$ cat config.mk
export PLATFORM = sky130hd
export DESIGN_NAME = mdu_top
export DESIGN_NICKNAME = d
export VERILOG_FILES = /design/src/rtl/mdu_pkg.sv /design/src/rtl/mdu_top.sv /design/src/rtl/mdu_result_format.sv /design/src/rtl/mdu_multiplier.sv /design/src/rtl/mdu_divider.sv /design/src/rtl/mdu_operand_prep.sv
export SDC_FILE = /design/constraint.sdc
export NUM_CORES = 1
export LEC_CHECK = 0
export BUFFER_PORTS_ARGS = -buffer_cell sky130_fd_sc_hd__buf_2
export CORE_ASPECT_RATIO = 0.6
export CORE_MARGIN = 2
export CORE_UTILIZATION = 40
export DETAILED_ROUTE_END_ITERATION = 10
export HOLD_SLACK_MARGIN = 0.05
export PLACE_DENSITY = 0.58
export SLEW_MARGIN = 20
export SYNTH_ARGS = -nofsm -noshare
export SYNTH_HDL_FRONTEND = slang
export SYNTH_SLANG_ARGS = --single-unit
$ cat constraint.sdc
create_clock -name clk -period 3.95 [get_ports clk]
set_input_delay 0.395 -clock clk [delete_from_list [all_inputs] [get_ports clk]]
set_output_delay 0.395 -clock clk [all_outputs]
set_load 0.005 [all_outputs]
$ cat src/rtl/mdu_pkg.sv
// Shared types for the RV32 M-extension multiply/divide unit
// Operand width is fixed at one 32-bit word; no RV64 or W-suffix ops
// Opcode encoding follows funct3 of the M extension

package mdu_pkg;

  localparam int xlen = 32;  // One RV32 word

  // M-extension opcodes, funct3 order
  typedef enum logic [2:0] {
    MUL    = 3'd0,
    MULH   = 3'd1,
    MULHSU = 3'd2,
    MULHU  = 3'd3,
    DIV    = 3'd4,
    DIVU   = 3'd5,
    REM    = 3'd6,
    REMU   = 3'd7
  } mdu_op_e;

  // Iterative engine states, shared by divider and multiplier
  typedef enum logic [1:0] {
    IDLE = 2'd0,
    RUN  = 2'd1,
    DONE = 2'd2
  } eng_state_e;

  // Incoming request, 67 bits
  typedef struct packed {
    mdu_op_e          op;
    logic [xlen-1:0]  a;  // rs1
    logic [xlen-1:0]  b;  // rs2
  } mdu_req_t;

  // Operands as magnitudes plus negate flags, 69 bits
  typedef struct packed {
    mdu_op_e          op;
    logic [xlen-1:0]  mag_a;
    logic [xlen-1:0]  mag_b;
    logic             neg_lo;  // Product, or quotient for divides
    logic             neg_hi;  // Remainder for divides
  } mdu_prep_t;

  // Unsigned engine result, 69 bits
  typedef struct packed {
    mdu_op_e          op;
    logic [xlen-1:0]  lo;      // Product low half or quotient
    logic [xlen-1:0]  hi;      // Product high half or remainder
    logic             neg_lo;
    logic             neg_hi;
  } mdu_raw_t;

endpackage
$ cat src/rtl/mdu_top.sv
// RV32 M-extension multiply/divide unit
// start is ignored while busy; ready pulses 35 cycles after an accepted start
// One operation in flight at a time
`timescale 1ns/100ps

module mdu_top (
  input  logic                     clk,
  input  logic                     reset_n,
  input  logic                     start,
  input  mdu_pkg::mdu_req_t        req,
  output logic [mdu_pkg::xlen-1:0] result,
  output logic                     busy,
  output logic                     ready
);

  mdu_pkg::mdu_prep_t prep;
  mdu_pkg::mdu_raw_t  div_raw;
  mdu_pkg::mdu_raw_t  mul_raw;
  mdu_pkg::mdu_raw_t  raw;
  logic               accept;
  logic               go;
  logic               is_div;
  logic               div_done;
  logic               mul_done;

  mdu_operand_prep u_prep (
    .clk     (clk),
    .reset_n (reset_n),
    .start   (start),
    .req     (req),
    .ready   (ready),
    .accept  (accept),
    .prep    (prep),
    .go      (go)
  );

  // Divide class has funct3[2] set
  assign is_div = prep.op inside {mdu_pkg::DIV, mdu_pkg::DIVU, mdu_pkg::REM, mdu_pkg::REMU};

  mdu_divider u_div (
    .clk     (clk),
    .reset_n (reset_n),
    .go      (go & is_div),
    .prep    (prep),
    .raw     (div_raw),
    .done    (div_done)
  );

  mdu_multiplier u_mul (
    .clk     (clk),
    .reset_n (reset_n),
    .go      (go & ~is_div),
    .prep    (prep),
    .raw     (mul_raw),
    .done    (mul_done)
  );

  assign raw = div_done ? div_raw : mul_raw;  // Only one engine finishes

  mdu_result_format u_fmt (
    .clk     (clk),
    .reset_n (reset_n),
    .done    (div_done | mul_done),
    .raw     (raw),
    .result  (result),
    .ready   (ready)
  );

  assign busy = accept;  // Held through the ready cycle

endmodule

$ cat src/rtl/mdu_result_format.sv
// Output side: sign fix-up and result select, registered on done
// ready is a one-cycle pulse; result holds until the next operation
`timescale 1ns/100ps

module mdu_result_format (
  input  logic                     clk,
  input  logic                     reset_n,
  input  logic                     done,
  input  mdu_pkg::mdu_raw_t        raw,
  output logic [mdu_pkg::xlen-1:0] result,
  output logic                     ready
);

  logic [mdu_pkg::xlen-1:0] res_d;

  always_comb begin
    logic [2*mdu_pkg::xlen-1:0] prod;
    logic [mdu_pkg::xlen-1:0]   quot;
    logic [mdu_pkg::xlen-1:0]   rem;
    prod = {raw.hi, raw.lo};
    if (raw.neg_lo)
      prod = -prod;  // Full 64-bit negate
    quot = raw.neg_lo ? -raw.lo : raw.lo;
    rem  = raw.neg_hi ? -raw.hi : raw.hi;
    case (raw.op)
      mdu_pkg::MUL:    res_d = prod[mdu_pkg::xlen-1:0];
      mdu_pkg::MULH,
      mdu_pkg::MULHSU,
      mdu_pkg::MULHU:  res_d = prod[2*mdu_pkg::xlen-1:mdu_pkg::xlen];  // High half
      mdu_pkg::DIV,
      mdu_pkg::DIVU:   res_d = quot;
      mdu_pkg::REM,
      mdu_pkg::REMU:   res_d = rem;
      default:         res_d = '0;
    endcase
  end

  always_ff @(posedge clk or negedge reset_n) begin
    if (!reset_n) begin
      result <= '0;
      ready  <= 1'b0;
    end else begin
      ready <= done;  // One cycle, since done is one cycle
      if (done)
        result <= res_d;
    end
  end

endmodule

$ cat src/rtl/mdu_multiplier.sv
// Shift-add multiplier over unsigned magnitudes, 64-bit product
// Loads on go, 32 step cycles then one DONE cycle, same latency as the divider
`timescale 1ns/100ps

module mdu_multiplier (
  input  logic               clk,
  input  logic               reset_n,
  input  logic               go,
  input  mdu_pkg::mdu_prep_t prep,
  output mdu_pkg::mdu_raw_t  raw,
  output logic               done
);

  mdu_pkg::eng_state_e          state;
  logic [4:0]                   step;      // Step counter, 0..31
  logic [2*mdu_pkg::xlen-1:0]   acc;       // Upper half sum, lower half multiplier bits
  logic [mdu_pkg::xlen-1:0]     mcand;
  logic [mdu_pkg::xlen:0]       sum;       // Upper half plus carry
  mdu_pkg::mdu_op_e             op_q;
  logic                         neg_lo_q;
  logic                         neg_hi_q;

  // Add multiplicand when the current multiplier bit is set
  assign sum = {1'b0, acc[2*mdu_pkg::xlen-1:mdu_pkg::xlen]}
             + {1'b0, (acc[0] ? mcand : {mdu_pkg::xlen{1'b0}})};

  always_ff @(posedge clk or negedge reset_n) begin
    if (!reset_n) begin
      state <= mdu_pkg::IDLE;
      step  <= '0;
    end else begin
      case (state)
        mdu_pkg::IDLE: begin
          if (go) begin
            state <= mdu_pkg::RUN;
            step  <= '0;
          end
        end
        mdu_pkg::RUN: begin
          step <= step + 5'd1;
          if (step == 5'd31)
            state <= mdu_pkg::DONE;
        end
        mdu_pkg::DONE: state <= mdu_pkg::IDLE;
        default:       state <= mdu_pkg::IDLE;
      endcase
    end
  end

  // Accumulator shifts right every step, carry enters at the top
  always_ff @(posedge clk) begin
    if (state == mdu_pkg::IDLE && go) begin
      acc      <= {{mdu_pkg::xlen{1'b0}}, prep.mag_b};
      mcand    <= prep.mag_a;
      op_q     <= prep.op;
      neg_lo_q <= prep.neg_lo;
      neg_hi_q <= prep.neg_hi;
    end else if (state == mdu_pkg::RUN) begin
      acc <= {sum, acc[mdu_pkg::xlen-1:1]};
    end
  end

  assign done = (state == mdu_pkg::DONE);

  assign raw.op     = op_q;
  assign raw.lo     = acc[mdu_pkg::xlen-1:0];
  assign raw.hi     = acc[2*mdu_pkg::xlen-1:mdu_pkg::xlen];
  assign raw.neg_lo = neg_lo_q;
  assign raw.neg_hi = neg_hi_q;

endmodule

$ cat src/rtl/mdu_divider.sv
// Restoring divider over unsigned magnitudes, one quotient bit per cycle
// Loads on go, runs 32 steps, then one DONE cycle with done high
// Zero divisor yields all-ones quotient and remainder equal to the dividend
`timescale 1ns/100ps

module mdu_divider (
  input  logic               clk,
  input  logic               reset_n,
  input  logic               go,
  input  mdu_pkg::mdu_prep_t prep,
  output mdu_pkg::mdu_raw_t  raw,
  output logic               done
);

  mdu_pkg::eng_state_e              state;
  logic [mdu_pkg::xlen-1:0]         q_mask;   // Current quotient bit
  logic [mdu_pkg::xlen-1:0]         rem;      // Partial remainder
  logic [2*mdu_pkg::xlen-2:0]       div_sh;   // Divisor shifted up by 31
  logic [mdu_pkg::xlen-1:0]         quot;
  mdu_pkg::mdu_op_e                 op_q;
  logic                             neg_lo_q;
  logic                             neg_hi_q;
  logic                             fits;

  // Divisor fits under the partial remainder
  assign fits = (div_sh <= {{(mdu_pkg::xlen-1){1'b0}}, rem});

  // FSM and step mask
  always_ff @(posedge clk or negedge reset_n) begin
    if (!reset_n) begin
      state  <= mdu_pkg::IDLE;
      q_mask <= '0;
    end else begin
      case (state)
        mdu_pkg::IDLE: begin
          if (go) begin
            state  <= mdu_pkg::RUN;
            q_mask <= {1'b1, {(mdu_pkg::xlen-1){1'b0}}};  // Start at MSB
          end
        end
        mdu_pkg::RUN: begin
          q_mask <= q_mask >> 1;
          if (q_mask[0])
            state <= mdu_pkg::DONE;  // Last bit resolved
        end
        mdu_pkg::DONE: state <= mdu_pkg::IDLE;
        default:       state <= mdu_pkg::IDLE;
      endcase
    end
  end

  // Datapath
  always_ff @(posedge clk) begin
    if (state == mdu_pkg::IDLE && go) begin
      rem      <= prep.mag_a;
      div_sh   <= {prep.mag_b, {(mdu_pkg::xlen-1){1'b0}}};
      quot     <= '0;
      op_q     <= prep.op;
      neg_lo_q <= prep.neg_lo;
      neg_hi_q <= prep.neg_hi;
    end else if (state == mdu_pkg::RUN) begin
      if (fits) begin
        rem  <= rem - div_sh[mdu_pkg::xlen-1:0];  // Upper bits are zero here
        quot <= quot | q_mask;
      end
      div_sh <= div_sh >> 1;
    end
  end

  assign done = (state == mdu_pkg::DONE);

  // Flags pass straight through
  assign raw.op     = op_q;
  assign raw.lo     = quot;
  assign raw.hi     = rem;
  assign raw.neg_lo = neg_lo_q;
  assign raw.neg_hi = neg_hi_q;

endmodule

$ cat src/rtl/mdu_operand_prep.sv
// Input side: captures a request on start and converts operands to magnitudes
// A start is only taken while accept is low; accept drops after ready
// go pulses one cycle after the capture edge
`timescale 1ns/100ps

module mdu_operand_prep (
  input  logic               clk,
  input  logic               reset_n,
  input  logic               start,
  input  mdu_pkg::mdu_req_t  req,
  input  logic               ready,   // Result left the output side
  output logic               accept,  // Holding an operation
  output mdu_pkg::mdu_prep_t prep,
  output logic               go
);

  mdu_pkg::mdu_req_t  req_q;  // Captured request
  mdu_pkg::mdu_prep_t prep_d;
  logic               cap;    // Request captured last edge

  // Signedness decode and magnitudes from the captured request
  always_comb begin
    logic a_signed;
    logic b_signed;
    logic a_neg;
    logic b_neg;
    a_signed = req_q.op inside {mdu_pkg::MUL, mdu_pkg::MULH, mdu_pkg::MULHSU,
                                mdu_pkg::DIV, mdu_pkg::REM};
    b_signed = req_q.op inside {mdu_pkg::MUL, mdu_pkg::MULH, mdu_pkg::DIV, mdu_pkg::REM};
    a_neg = a_signed & req_q.a[mdu_pkg::xlen-1];
    b_neg = b_signed & req_q.b[mdu_pkg::xlen-1];
    prep_d.op    = req_q.op;
    prep_d.mag_a = a_neg ? -req_q.a : req_q.a;
    prep_d.mag_b = b_neg ? -req_q.b : req_q.b;
    if (req_q.op inside {mdu_pkg::MUL, mdu_pkg::MULH, mdu_pkg::MULHSU, mdu_pkg::MULHU}) begin
      prep_d.neg_lo = a_neg ^ b_neg;  // Negate whole product
      prep_d.neg_hi = 1'b0;
    end else begin
      prep_d.neg_lo = (a_neg ^ b_neg) & (|req_q.b);  // Zero divisor keeps all ones
      prep_d.neg_hi = a_neg;                         // Remainder follows dividend
    end
  end

  // Control
  always_ff @(posedge clk or negedge reset_n) begin
    if (!reset_n) begin
      accept <= 1'b0;
      cap    <= 1'b0;
      go     <= 1'b0;
    end else begin
      cap <= start & ~accept;
      go  <= cap;
      if (start && !accept)
        accept <= 1'b1;
      else if (ready)
        accept <= 1'b0;  // Operation finished
    end
  end

  // Payload, no reset
  always_ff @(posedge clk) begin
    if (start && !accept)
      req_q <= req;
    if (cap)
      prep <= prep_d;
  end

endmodule

==> summary.txt <==
Status: complete, no violations
Vias per cell: 5.639
Sequential area share after synthesis: 48.41%
Finished Core Util: 47.40%
Total chip power: 14.36 mW
Core ar.: 61,220 um^2
Syn nets: 2,713
Pre-antenna DRT Iters: 6
WL/cell: 21.74 um
Skew final: 0.03286 ns
GRT overflow: 0
Placed Instance Area: 26,710 um^2
Flops & latches, synth: 446
Fin crit period: 3.861 ns
Asr flop ratio synth: 17.26%
GRT Overall Usage: 24.01%
CTS tree: yes
Worst Path Required: 4.41 ns
Antenna violations before repair: 0
Largest net degree at the start of global routing: 95
Residual DRC: 0
Share of cells above drive strength 1: 12.46%
Area of the mapped netlist: 24,900 um^2
Worst-Margin Slew: 0.9420 ns
Antenna viol nets, final: 0
Unrepaired setup endpoints after global routing: false
Slew headroom: 37.20%
Net count, final: 2,903
Worst-path clk slew: 0.07 ns
Crit Path Class: register to register
Endpoints failing hold: 0
CP Launch Point: u_div.state[0]$_DFFE_PN0P_
Placer Congestion: 0.9984
Peak supply drop: 0.3322 mV
Critical-path maximum fanout: 15
Area grow syn2layout: 16.53%
FP Rows: 70
Post-route cell area: 29,020 um^2
Final worst path period share: 97.76%
Clock Tree Buf Depth: 3
CTS Buf Count: 46
Port bufs: 103
Setup TNS: 0 ns
Clk sinks: 446
RR Startpoint: u_div.state[0]$_DFFE_PN0P_
MaxCap Viol Count: 0
Diode count: 0
Vias: 20,280
Peak Freq: 259.0 MHz
H-tree depth: 2
Crit path launch type: register
Clk Latency, worst-skew pair: 0.63 ns
WL final: 78.17 mm
Post-synth cell types: 92
Detail Placement HPWL: 58.96 mm
Vias in the first global route: 18,800
Avg Cell Area, Syn: 9.804 um^2
Die height: 197.3 um
Final Max Slew Viols: 0
Most frequent cells in the layout: nand2_1, edfxtp_1, nor2_1, a21oi_1, o21ai_0
Root buffer cell: clkbuf_16
HP Class: primary input to asynchronous set/reset pin
Die Area: 64,330 um^2
Top-level I/O count: 104
Post-synth top flop: edfxtp_1
CP arrival: 4.32 ns
Final hold slack: 0.1635 ns
Die X: 326.1 um
Global-route wire length before repair: 117.4 mm
Power Dens Cells: 494.8 nW/um^2
Cells after Synth: 2,540
Most common cell after layout, fill and taps aside: nand2_1
Number of synthesized flops with an enable pin: 274
P_leak: 11.71 nW
DR iter-0 viols: 2,033
Initial Utilization: 40.68%
Final setup viols: 0
CP endpoint kind: register
Yosys warns: 0
-- Yosys cell counts, types with 32 or more instances --
cell,number,area [um^2]
xnor2_1,103,902.1
mux2_2,32,360.4
ha_1,101,1264
nand3_1,33,165.2
nor3_1,49,245.2
dfxtp_1,95,1902
mux2i_1,82,820.8
nand2_1,295,1107
xor2_1,82,718.2
o21ai_0,151,755.7
clkbuf_1,94,352.8
a31oi_1,66,412.9
inv_1,97,364.1
edfxtp_1,274,8228
a22o_1,32,280.3
and2_1,42,262.8
a21o_1,36,270.3
a21oi_1,212,1061
nor2_1,267,1002
dfrtp_1,77,1927
-- layer usage --
metal	GRT usage, %	up-vias	wire, um
li1	-	9526	-
met4	5.291	0	1294
met3	7.752	93	8260
met1	38.25	9849	39530
met2	30.48	811	29090
met5	0	-	0
-- per-stage QoR --
stage,cells,setup slack [ns]
2_1_floorplan,2540,0.02837
3_3_place_gp,3439,-0.01592
3_5_place_dp,3439,0.02895
4_1_cts,3594,0.2590
5_1_grt,3596,0.01647
6_report,3596,0.08858
-- power by group --
group | internal [mW] | total (mW) | switching [mW]
Clock | 2.54 | 4.57 | 2.03
Combinational | 1.60 | 3.93 | 2.34
Sequential | 5.37 | 5.85 | 0.484
Total | 9.50 | 14.4 | 4.85
-- path summary, 6_finish.rpt --
| path | endpoint | slack (ns) | cells after the start |
|---|---|---|---|
| worst max-delay path | u_fmt.result[14]$_DFFE_PN0P_ | 0.09 | 11 |
| worst min-delay path | u_fmt.result[28]$_DFFE_PN0P_ | 0.16 | 2 |
| worst max register to register | u_fmt.result[14]$_DFFE_PN0P_ | 0.09 | 11 |
| worst min register to register | u_mul.mcand[30]$_DFFE_PP_ | 0.45 | 0 |
| max in group asynchronous | u_prep.cap$_DFF_PN0_ | 2.91 | 3 |
| min in group clk | u_mul.mcand[30]$_DFFE_PP_ | 0.45 | 0 |
-- cell type report --
| class | instances | area [um^2] |
|---|---|---|
| Clock buffer | 58 | 1246 |
| Clock inverter | 28 | 325.3 |
| Fill cell | 5711 | 32200 |
| Inverter | 98 | 370.4 |
| Multi-Input combinational cell | 1874 | 12000 |
| Sequential cell | 446 | 12060 |
| Tap cell | 828 | 1036 |
| Timing Repair Buffer | 264 | 1982 |
-- cells by family (layout without fill, tap and decap cells) --
logic type,count (synthesis),after routing,share of synthesized area (%)
muxes,115,115,4.798
adders and majority gates,103,103,5.235
DFF,446,446,48.41
xor gates and xnor gates,185,185,6.507
and+or+nand+nor,819,819,15.13
AOI/OAI and AO/OA,652,652,16.20
buffers and inverters,220,448,3.708
-- registers in the layout (all words and copies together) (netlist names), 3 cells and up --
register       cells
u_div.q_mask      32
u_mul.mcand       32
u_prep.req_q      64
u_mul.acc         64
u_mul.step         5
u_div.rem         32
u_prep.prep_d      3
u_div.div_sh      63
u_div.quot        32
u_fmt.result      32
u_div.op_q         3
u_mul.op_q         3
u_prep.prep       69
-- repair_timing --
action                     4_1_cts  5_1_grt
hold endpoints to repair       123        0
setup endpoints to repair        1        5
pin swaps                        0        1
resized for setup                1        4
hold buffers                    69        0
setup buffers                    0        1
-- worst max-delay path, stage by stage (launching register included) --
cell and delay (ns):
dfrtp_1 0.46, nand2b_4 0.35, buf_4 0.29, mux2i_1 0.53, o21a_1 0.34, nand4_2 0.22, nor3_1 0.28, buf_4 0.20
nor2_1 0.06, xnor2_1 0.13, a222oi_1 0.68, a21oi_1 0.15
(Power assumes the default switching activity.)
